`src/linkPkg.sv`:
```
`default_nettype none

package linkPkg;

  localparam int BeatWidth = 32;       // width of every beat on both streams
  localparam int WordCountWidth = 16;  // word count field of a header beat
  localparam int MaxWordsLimit = 16;   // no build collects more payload words than this

  // the portal field fills the header beat next to the word count
  typedef struct packed {
    logic [BeatWidth-WordCountWidth-1:0]      portal;
    logic [WordCountWidth-1:0]                wordCount;
    logic [MaxWordsLimit-1:0][BeatWidth-1:0]  payload;  // word 0 arrives first
  } requestMsgT;

endpackage

`default_nettype wire

```
`src/portalPkg.sv`:
```
`default_nettype none

package portalPkg;

  import linkPkg::*;

  localparam int PortalWidth = BeatWidth - WordCountWidth;  // lower half of a header beat
  localparam int ResponseWords = 2;                         // sum word, then XOR word

  // header beat, word count in the upper half and portal number in the lower half
  typedef struct packed {
    logic [WordCountWidth-1:0] wordCount;
    logic [PortalWidth-1:0]    portal;
  } portalHeaderT;

  typedef struct packed {
    logic [PortalWidth-1:0] portal;
    logic [BeatWidth-1:0]   sum;      // 32-bit wrapping sum of the request payload
    logic [BeatWidth-1:0]   xorWord;  // XOR of the request payload
  } responseMsgT;

endpackage

`default_nettype wire

```
`src/beatIf.sv`:
```
`default_nettype none

interface beatIf
  import linkPkg::*;
();

  logic                 valid;
  logic                 ready;
  logic [BeatWidth-1:0] data;
  logic                 last;   // final beat of a message

  modport sender (
    output valid,
    output data,
    output last,
    input  ready
  );

  modport receiver (
    input  valid,
    input  data,
    input  last,
    output ready
  );

endinterface

`default_nettype wire

```
`src/beatDeserializer.sv`:
```
`default_nettype none

module beatDeserializer
  import linkPkg::*;
  import portalPkg::*;
#(
  parameter int MaxWords = 8
) (
  input  logic       CLK,
  input  logic       reset,
  beatIf.receiver    beats,
  output requestMsgT msg,
  output logic       msgValid,
  input  logic       msgReady
);

  localparam int PayIdxWidth = $clog2(MaxWordsLimit);

  typedef enum logic [1:0] {
    WaitStart,
    ExpectHeader,
    CollectPayload,
    HoldMsg
  } stateT;

  stateT                     state;
  logic [WordCountWidth-1:0] wordIdx;  // next payload slot to fill
  portalHeaderT              hdr;
  logic                      beatFire;

  assign hdr = portalHeaderT'(beats.data);
  assign beats.ready = (state == ExpectHeader) || (state == CollectPayload);
  assign beatFire = beats.valid && beats.ready;
  assign msgValid = (state == HoldMsg);  // nothing is accepted while the message waits

  always_ff @(posedge CLK) begin
    if (reset) begin
      state <= WaitStart;
    end else begin
      unique case (state)
        WaitStart: begin
          state <= ExpectHeader;  // one quiet cycle so ready comes up after reset
        end
        ExpectHeader: begin
          if (beatFire) begin
            state <= CollectPayload;
          end
        end
        CollectPayload: begin
          if (beatFire && beats.last) begin
            state <= HoldMsg;
          end
        end
        default: begin
          if (msgReady) begin
            state <= ExpectHeader;
          end
        end
      endcase
    end
  end

  always_ff @(posedge CLK) begin
    if (beatFire) begin
      if (state == ExpectHeader) begin
        msg.portal <= hdr.portal;
        msg.wordCount <= hdr.wordCount;
        wordIdx <= '0;
      end else begin
        msg.payload[wordIdx[PayIdxWidth-1:0]] <= beats.data;  // words past the count keep old data
        wordIdx <= wordIdx + 1'b1;
      end
    end
  end

  // the sender's last flag has to agree with the count it put in the header
  assert property (@(posedge CLK) disable iff (reset)
    beatFire |-> beats.last == ((state == CollectPayload) && (wordIdx == msg.wordCount - 1'b1)));

  assert property (@(posedge CLK) disable iff (reset)
    beatFire && (state == ExpectHeader) |-> hdr.wordCount >= 1 && hdr.wordCount <= MaxWords);

endmodule

`default_nettype wire

```
`src/msgFifo.sv`:
```
`default_nettype none

module msgFifo #(
  parameter int  FifoDepth = 4,
  parameter type payloadT = logic
) (
  input  logic    CLK,
  input  logic    reset,
  input  payloadT inData,
  input  logic    inValid,
  output logic    inReady,
  output payloadT outData,
  output logic    outValid,
  input  logic    outReady
);

  localparam int PtrWidth = $clog2(FifoDepth);

  payloadT             mem [FifoDepth];
  logic [PtrWidth-1:0] wrPtr;   // pointers wrap on their own since the depth is a power of two
  logic [PtrWidth-1:0] rdPtr;
  logic [PtrWidth:0]   count;
  logic                push;
  logic                pop;

  assign inReady = (count != (PtrWidth + 1)'(FifoDepth));
  assign outValid = (count != '0);
  assign outData = mem[rdPtr];
  assign push = inValid && inReady;
  assign pop = outValid && outReady;

  always_ff @(posedge CLK) begin
    if (reset) begin
      wrPtr <= '0;
      rdPtr <= '0;
      count <= '0;
    end else begin
      if (push) begin
        wrPtr <= wrPtr + 1'b1;
      end
      if (pop) begin
        rdPtr <= rdPtr + 1'b1;
      end
      if (push && !pop) begin
        count <= count + 1'b1;
      end else if (pop && !push) begin
        count <= count - 1'b1;
      end
    end
  end

  always_ff @(posedge CLK) begin
    if (push) begin
      mem[wrPtr] <= inData;  // read side sees it next cycle, no bypass
    end
  end

  assert property (@(posedge CLK) disable iff (reset)
    count <= (PtrWidth + 1)'(FifoDepth));

endmodule

`default_nettype wire

```
`src/checksumResponder.sv`:
```
`default_nettype none

module checksumResponder
  import linkPkg::*;
  import portalPkg::*;
#(
  parameter int RequestPortal = 3,
  parameter int IndicationPortal = 5
) (
  input  logic        CLK,
  input  logic        reset,
  input  requestMsgT  req,
  input  logic        reqValid,
  output logic        reqReady,
  output responseMsgT rsp,
  output logic        rspValid,
  input  logic        rspReady
);

  typedef enum logic [1:0] {
    Idle,
    Walk,
    Offer
  } stateT;

  stateT                                   state;
  logic [MaxWordsLimit-1:0][BeatWidth-1:0] payloadReg;  // current word always sits in slot 0
  logic [WordCountWidth-1:0]               wordsLeft;
  logic [BeatWidth-1:0]                    sumAcc;
  logic [BeatWidth-1:0]                    xorAcc;
  logic                                    forUs;

  assign reqReady = (state == Idle);
  assign forUs = (req.portal == PortalWidth'(RequestPortal));
  assign rspValid = (state == Offer);
  assign rsp.portal = PortalWidth'(IndicationPortal);
  assign rsp.sum = sumAcc;
  assign rsp.xorWord = xorAcc;

  always_ff @(posedge CLK) begin
    if (reset) begin
      state <= Idle;
    end else begin
      unique case (state)
        Idle: begin
          if (reqValid && forUs) begin
            state <= Walk;  // requests for other portals are popped and forgotten
          end
        end
        Walk: begin
          if (wordsLeft == 1) begin
            state <= Offer;
          end
        end
        default: begin
          if (rspReady) begin
            state <= Idle;
          end
        end
      endcase
    end
  end

  always_ff @(posedge CLK) begin
    if (state == Idle) begin
      payloadReg <= req.payload;
      wordsLeft <= req.wordCount;
      sumAcc <= '0;
      xorAcc <= '0;
    end else if (state == Walk) begin
      sumAcc <= sumAcc + payloadReg[0];
      xorAcc <= xorAcc ^ payloadReg[0];
      payloadReg <= {BeatWidth'(0), payloadReg[MaxWordsLimit-1:1]};
      wordsLeft <= wordsLeft - 1'b1;
    end
  end

  assert property (@(posedge CLK) disable iff (reset)
    rspValid && !rspReady |=> rspValid && $stable(rsp));

endmodule

`default_nettype wire

```
`src/beatSerializer.sv`:
```
`default_nettype none

module beatSerializer
  import linkPkg::*;
  import portalPkg::*;
(
  input  logic        CLK,
  input  logic        reset,
  input  responseMsgT msg,
  input  logic        msgValid,
  output logic        msgReady,
  beatIf.sender       beats
);

  localparam logic [1:0] HeaderBeat = 2'd0;
  localparam logic [1:0] SumBeat = 2'd1;
  localparam logic [1:0] XorBeat = 2'd2;

  responseMsgT  rspReg;
  logic         busy;
  logic [1:0]   beatIdx;  // which of the three beats is on the bus
  portalHeaderT hdr;
  logic         beatFire;

  assign msgReady = !busy;
  assign beats.valid = busy;
  assign beats.last = (beatIdx == XorBeat);  // index rests at the header beat while idle
  assign beatFire = beats.valid && beats.ready;

  assign hdr.wordCount = WordCountWidth'(ResponseWords);
  assign hdr.portal = rspReg.portal;

  always_comb begin
    unique case (beatIdx)
      HeaderBeat: beats.data = hdr;
      SumBeat: beats.data = rspReg.sum;
      default: beats.data = rspReg.xorWord;
    endcase
  end

  always_ff @(posedge CLK) begin
    if (reset) begin
      busy <= 1'b0;
      beatIdx <= HeaderBeat;
    end else begin
      if (msgValid && msgReady) begin
        busy <= 1'b1;
        beatIdx <= HeaderBeat;
      end else if (beatFire) begin
        if (beats.last) begin
          busy <= 1'b0;
          beatIdx <= HeaderBeat;
        end else begin
          beatIdx <= beatIdx + 1'b1;
        end
      end
    end
  end

  always_ff @(posedge CLK) begin
    if (msgValid && msgReady) begin
      rspReg <= msg;
    end
  end

  // a stalled beat must not change under the receiver
  assert property (@(posedge CLK) disable iff (reset)
    beats.valid && !beats.ready |=> beats.valid && $stable(beats.data) && $stable(beats.last));

endmodule

`default_nettype wire

```
`src/portalLinkTop.sv`:
```
`default_nettype none

module portalLinkTop
  import linkPkg::*;
  import portalPkg::*;
#(
  parameter int MaxWords = 8,
  parameter int FifoDepth = 4,
  parameter int RequestPortal = 3,
  parameter int IndicationPortal = 5
) (
  input  logic                 CLK,
  input  logic                 reset,
  input  logic                 inValid,
  input  logic [BeatWidth-1:0] inData,
  input  logic                 inLast,
  output logic                 inReady,
  output logic                 outValid,
  output logic [BeatWidth-1:0] outData,
  output logic                 outLast,
  input  logic                 outReady
);

  beatIf inBeats ();
  beatIf outBeats ();

  requestMsgT  reqIn;
  logic        reqInValid;
  logic        reqInReady;
  requestMsgT  reqOut;
  logic        reqOutValid;
  logic        reqOutReady;
  responseMsgT rspIn;
  logic        rspInValid;
  logic        rspInReady;
  responseMsgT rspOut;
  logic        rspOutValid;
  logic        rspOutReady;

  assign inBeats.valid = inValid;
  assign inBeats.data = inData;
  assign inBeats.last = inLast;
  assign inReady = inBeats.ready;

  assign outValid = outBeats.valid;
  assign outData = outBeats.data;
  assign outLast = outBeats.last;
  assign outBeats.ready = outReady;

  beatDeserializer #(.MaxWords(MaxWords)) u_beatDeserializer (
    .CLK(CLK), .reset(reset), .beats(inBeats),
    .msg(reqIn), .msgValid(reqInValid), .msgReady(reqInReady)
  );

  msgFifo #(.FifoDepth(FifoDepth), .payloadT(requestMsgT)) u_reqFifo (
    .CLK(CLK), .reset(reset),
    .inData(reqIn), .inValid(reqInValid), .inReady(reqInReady),
    .outData(reqOut), .outValid(reqOutValid), .outReady(reqOutReady)
  );

  checksumResponder #(
    .RequestPortal(RequestPortal),
    .IndicationPortal(IndicationPortal)
  ) u_checksumResponder (
    .CLK(CLK), .reset(reset),
    .req(reqOut), .reqValid(reqOutValid), .reqReady(reqOutReady),
    .rsp(rspIn), .rspValid(rspInValid), .rspReady(rspInReady)
  );

  msgFifo #(.FifoDepth(FifoDepth), .payloadT(responseMsgT)) u_rspFifo (
    .CLK(CLK), .reset(reset),
    .inData(rspIn), .inValid(rspInValid), .inReady(rspInReady),
    .outData(rspOut), .outValid(rspOutValid), .outReady(rspOutReady)
  );

  beatSerializer u_beatSerializer (
    .CLK(CLK), .reset(reset),
    .msg(rspOut), .msgValid(rspOutValid), .msgReady(rspOutReady),
    .beats(outBeats)
  );

endmodule

`default_nettype wire

```
`config.mk`:
```
export PLATFORM = sky130hd
export DESIGN_NAME = portalLinkTop
export DESIGN_NICKNAME = d
export VERILOG_FILES = /design/src/linkPkg.sv /design/src/portalPkg.sv /design/src/beatIf.sv /design/src/beatDeserializer.sv /design/src/msgFifo.sv /design/src/checksumResponder.sv /design/src/beatSerializer.sv /design/src/portalLinkTop.sv
export SDC_FILE = /design/constraint.sdc
export NUM_CORES = 2
export LEC_CHECK = 0
export BUFFER_PORTS_ARGS = -buffer_cell sky130_fd_sc_hd__buf_2
export CAP_MARGIN = 20
export CELL_PAD_IN_SITES_DETAIL_PLACEMENT = 0
export CELL_PAD_IN_SITES_GLOBAL_PLACEMENT = 1
export CORE_MARGIN = 5
export CORE_UTILIZATION = 40
export CTS_CLUSTER_SIZE = 40
export DETAILED_ROUTE_END_ITERATION = 7
export HOLD_SLACK_MARGIN = 0.05
export PLACE_DENSITY = 0.71
export SLEW_MARGIN = 10
export SYNTH_ARGS = -nofsm -noshare
export SYNTH_HDL_FRONTEND = slang
export SYNTH_SLANG_ARGS = --single-unit
```
`constraint.sdc`:
```
create_clock -name CLK -period 13.3 [get_ports CLK]
set_input_delay 3.99 -clock CLK [delete_from_list [all_inputs] [get_ports CLK]]
set_output_delay 3.99 -clock CLK [all_outputs]
set_load 0.01 [all_outputs]
```
# Word-level counts from Yosys, hierarchy flattened
# Memory sizes are Yosys's and may differ from the RTL's. A register that Yosys moved wholly into a read port is not among the register bits.
# Index checks and enable logic that the tools add are counted.
# Widths: inputs -> output; s select.
# classes
magnitude_cmp	2
n_addsub	12
shift	0
multipliers	0
div	0
reduce_logical	37
eq_ne	15
muxes	30
n_bitwise	2
# ops
cell	n
$mux 512	2
$bwmux 512	1
$demux 32 s4	1
$pmux 32 s2	1
$add 32x32->32	1
$mux 16	2
$mux 32	1
$xor 32x32->32	1
$mux 2	9
$add 16x1->16 const B	1
$eq 16x1->1 const B	1
$eq 16x2->1 const B	1
$sub 16x1->16 const B	1
$logic_and 1x1->1	13
$mux 3	4
$add 2x1->2 const B	5
$reduce_bool 2->1	5
$reduce_bool 3->1	3
$eq 2x2->1 const B	4
$mux 1	7
$add 3x1->3 const B	2
$eq 2x1->1 const B	3
$logic_not 2->1	3
$ne 2x1->1 const B	3
other kinds (14)	23
# word_totals
ram_bits	2432
latch_bits	0
n_memories	2
mem_bits_ro	0
regBits	1189
# memory_table
name	depth	width	read_ports	rd_clocked_by_memory_dff	wr	line	rtl
u_reqFifo.mem	4	544	1	1	1	msgFifo.sv:19	payloadT mem [FifoDepth];
u_rspFifo.mem	4	64	1	1	1	msgFifo.sv:19	

# Longest topological paths before layout
# logic_depth
depth_word	6
mapped_depth	12
mapped_depth_nobuf	12

# Modules after synthesis
# From an unflattened synthesis, not the netlist that was laid out.
# unflattened
cells_unflattened	6873
area_unflattened_um2	137539.4
# by_module_without_submodules
mod	area_per_inst_um2	instances	seq_area_each_um2	cells_each
msgFifo at u_reqFifo	78761.8	1	65522.8	2890
checksumResponder	26695.6	1	17176.5	2735
beatDeserializer	16887.4	1	16495.8	608
msgFifo at u_rspFifo	12091.6	1	9789.4	466
beatSerializer	3103.0	1	2462.4	174

# Worst setup path after synthesis
# No wires, ideal clock.
# synth_path
kind	reg2reg
from	register u_checksumResponder.state[1]
to	register u_reqFifo.count[2]
setup_slack_ps	-801
required_time_ps	13229
setup_ps	71
path_stages_with_launch	11
synth_period_minus_slack_ps	14101
path_buffers	0
arrival_time_ps	14031
path_cell_list	dfxtp_1 inv_1 nand2_1 nor2_1 inv_1 ha_1 inv_1 fa_1 xor2_1 or3_1 a21oi_1
# synth_via
elab_chain_cells	5
# synth_lines
element	line	rtl
from (decl)	checksumResponder.sv:26	stateT state;
from (signal assigned)	checksumResponder.sv:42	state <= Idle;
from (signal assigned)	checksumResponder.sv:47	state <= Walk;
from (signal assigned)	checksumResponder.sv:52	state <= Offer;
$logic_not 2->1 (*)	checksumResponder.sv:33	assign reqReady = (state == Idle);
$logic_and 1x1->1 (*)	msgFifo.sv:30	assign pop = outValid && outReady;
$logic_not 1->1	msgFifo.sv:44	if (push && !pop) begin
$logic_and 1x1->1	msgFifo.sv:44	
$mux 3 / $reduce_bool 2->1 (equally long branches)	n/a	
to (signal assigned)	msgFifo.sv:45	count <= count + 1'b1;
to (signal assigned)	msgFifo.sv:47	count <= count - 1'b1;
to (decl)	msgFifo.sv:22	logic [PtrWidth:0] count;
# Mark *: on every way between the ends. The rest lies on a longest branch, timed or not.
# A chain may end at the register's enable or synchronous reset.

# Worst setup path in the final report
# layout_path
from	register u_beatSerializer.beatIdx[1]
to	output port outData[2]
# layout_via
elab_chain_cells	2
# layout_lines
element	line	rtl
from (decl)	beatSerializer.sv:21	logic [1:0] beatIdx;
from (signal assigned)	beatSerializer.sv:44	beatIdx <= HeaderBeat;
from (signal assigned)	beatSerializer.sv:48	beatIdx <= HeaderBeat;
from (signal assigned)	beatSerializer.sv:52	beatIdx <= HeaderBeat;
$eq 2x1->1 / $logic_not 2->1 (equally long branches)	beatSerializer.sv:34	unique case (beatIdx)
$pmux 32 s2 (*)	beatSerializer.sv:34	
to (decl)	portalLinkTop.sv:19	output logic [BeatWidth-1:0] outData,
# Marks and branches as above.

==> impl_results.md <==
* Status: finished, final reports clean
* Yosys top cell by area: edfxtp_1
* FP Rows at 212
* Reg-to-Reg Start: u_beatDeserializer.state[0]$_SDFFE_PP0P_
* Post-route clock skew at 0.112 ns
* Violation count after the first detailed-route iteration at 4942
* Maxcap violations at 0
* Area Overhead vs Synth at 13.0%
* CP Launch Type: flip-flop
* EDFF count, synth at 3572
* I/O pins at 72
* Max clock buf depth at 4
* Initial Utilization at 40.1%
* Post-synthesis async set-or-reset flop share at 0%
* Worst Tran Pin Value at 1.08 ns
* Worst Path Arrival at 2.21 ns
* WL per Instance at 22.8 um
* Drt total wl at 266 mm
* 1st-pass router iterations at 5
* Worst Setup End Kind: primary output
* Area contributors post-synth: edfxtp_1 80%, mux4_2 10%, nand2_1 4.4%
* Hold EP: u_reqFifo.mem[1][137]$_DFFE_PP_
* DRC at 0
* Core area at 333000 um2
* Post-Syn Area at 134000 um2
* Crit share post-route at 46.7%
* Final TNS setup at 0 ns
* Initial antenna violation count at 18
* Die Y at 588 um
* RSZ-0062 raised after global routing: false
* Worst vdd ir at 0.122 mV
* Clk slew on worst S/H paths at 0.06 ns
* Critical Path RT at 9.31 ns
* Syn_area_per_cell at 19.9 um2
* Clock period minus worst slack at 6.20 ns
* Path depth of the worst reg2reg path at 5
* Top-count cell post-synth: edfxtp_1
* CP max FO at 36
* Post-layout util at 45.3%
* Yosys cell types at 58
* Worst slew margin at 28.3%
* Fmax at 0.161 GHz
* Mapped Cells at 6718
* Post-DP Area at 139000 um2
* Hold WC Path Type: flip-flop to flip-flop
* PD cells at 194 nW/um2
* Fin. Hold Viols at 0
* CTS Sinks at 3659
* Max-slew violation count at 0
* Total die area at 346000 um2
* WS Path Type: flip-flop to primary output
* Die X at 588 um
* Primary FF master, synth: edfxtp_1
* Min-delay src: u_beatDeserializer.msg[137]$_DFFE_PP_
* First-pass GRT wire length at 402 mm
* Reg area at 109000 um2
* Post-CTS Setup Bufs at 0
* Largest net degree at the start of global routing at 147
* Number of filler cells placed in the layout at 27700
* Flop-to-flop setup slack at 9.03 ns
* FF+latch count, synth at 3659
* Area occupied by multi-input gates at 23500 um2
* Root buf cell: clkbuf_16
* Clock Latency Late Sink at 0.95 ns
* Reg2Reg Capture Point: u_reqFifo.mem[0][492]$_DFFE_PP_
* Post-CTS Resized at 0
* HPWL after detailed placement at 137 mm
* Final Setup Violations at 0
* Hold path depth at 0
* Register area share after synthesis at 81.6%
* Post-Syn Nets at 6810
* Vias in the first global route at 64200
* CTS tree: built
* Vias per Instance at 5.21
* Post-route ant nets at 0
* Finished Cell Area at 151000 um2
* Leakage at 49.5 nW
* Share of layout cells above drive strength 1 at 18.2%
* Synth Warn # at 0
* Port Buffers at 71
* Post-synth top cells: 3572 x edfxtp_1, 1551 x nand2_1, 592 x mux4_2
* CTS Hold Bufs at 0
* H-tree level count at 5
* Gr ovfl total at 0
* Vias after detailed routing at 60700
* CTS Buf Count at 366
* Top cell type's share of synthesized area at 80.3%
* Final nets at 7071
* GRT Util Overall at 15.0%
* Final GP Congestion at 0.742
[per-layer routing]
metal	global-route usage (%)	up-vias	part of all wire [%]
li1	-	26700	-
met1	20.1	32300	42
met2	26.2	1396	51
met3	2.27	374	4.6
met4	3.39	4	2.0
met5	0	-	0.0087
[worst max-delay path, stage by stage, from the launching register on]
cell	delay, ns
dfxtp_1	0.35
buf_4	0.39
nand2b_1	0.22
nor2_1	0.05
a21oi_1	0.15
buf_2	0.16
[where the power goes]
group | internal, mW | total [mW] | switching [mW]
Combinational | 1.94 | 4.53 | 2.58
Clock | 5.60 | 9.84 | 4.24
Sequential | 14.3 | 14.9 | 0.596
[logic make-up after synthesis]
kind of cell,synth area share (%)
AO/OA/AOI/OAI,1.13
XOR/XNOR,0.347
adder cells (fa/ha/maj),0.532
buffers and inverters,0.923
flip-flops,81.6
multiplexers,10.2
AND/OR/NAND/NOR,5.24
[per-stage QoR]
stage / hold slack, ns / power (mW) / instances / setup slack, ns
after floorplan: 0.459 / 18.4 / 6718 / -0.649
after global placement: 0.464 / 19.7 / 11000 / 6.97
after detailed placement: 0.480 / 19.8 / 11000 / 6.95
after CTS: 0.378 / 29.6 / 11700 / 6.98
after global routing: 0.402 / 30.6 / 11700 / 6.88
final: 0.399 / 29.3 / 11700 / 7.10
[cell type report]
class / count / share of cell area, %
Antenna cell: 5 / 0.00829
Clock buffer: 444 / 6.32
Clock inverter: 217 / 1.29
Inverter: 29 / 0.0746
Multi-Input combinational cell: 2746 / 15.6
Sequential cell: 3659 / 72.2
Tap cell: 4387 / 3.64
Timing Repair Buffer: 177 / 0.888
[flip-flops by register name (all words and copies together), names as in the netlist, 3 cells and up, named ones only]
register	flops
u_rspFifo.mem	256
u_reqFifo.count	3
u_checksumResponder.xorAcc	32
u_checksumResponder.wordsLeft	16
u_beatDeserializer.msg	544
u_beatDeserializer.wordIdx	4
u_rspFifo.count	3
u_reqFifo.mem	2176
u_checksumResponder.payloadReg	512
u_checksumResponder.sumAcc	32
u_beatSerializer.rspReg	64
[cells in the final DEF, fill, tap and decap left out, types with 14 or more instances in the layout]
cell       synthesis  final
ha_1              52     52
nor2_1           100     86
clkinv_1           0     86
clkbuf_16          0    369
xor2_1            23     23
clkinv_2           0     70
xnor2_1           30     30
edfxtp_1        3572   3572
a21oi_1           43     43
nand2_1         1551   1550
inv_6              0     15
nor3_1            25     21
and2_1            41     36
mux2i_1           34     34
buf_4              0     91
o21ai_0           86     86
nor4_1            14     14
bufinv_16          0     24
clkbuf_1         175     73
nand3_1           17     17
buf_2             46     71
mux4_2           592    592
inv_1             29     27
a22o_1            30     30
nor2_4             0     14
dfxtp_1           87     82
a21o_1            17     17
[worst max-delay path by stage]
| stage | startpoint | to | slack [ns] | cells past startpoint |
|---|---|---|---|---|
| floorplan | u_reqFifo.count[0]$_SDFFE_PP0P_ | u_reqFifo.mem[3][0]$_DFFE_PP_ | -0.65 | 3 |
| global placement | inValid | u_beatDeserializer.msg[493]$_DFFE_PP_ | 6.97 | 6 |
| detailed placement | inValid | u_beatDeserializer.msg[295]$_DFFE_PP_ | 6.95 | 6 |
| CTS | u_beatSerializer.beatIdx[1]$_SDFFE_PP0P_ | outData[2] | 6.98 | 5 |
| global route | u_beatSerializer.beatIdx[1]$_SDFFE_PP0P_ | outData[2] | 6.88 | 5 |
| finish | u_beatSerializer.beatIdx[1]$_SDFFE_PP0P_ | outData[2] | 7.10 | 5 |
Power figures use the tool's default switching activity.
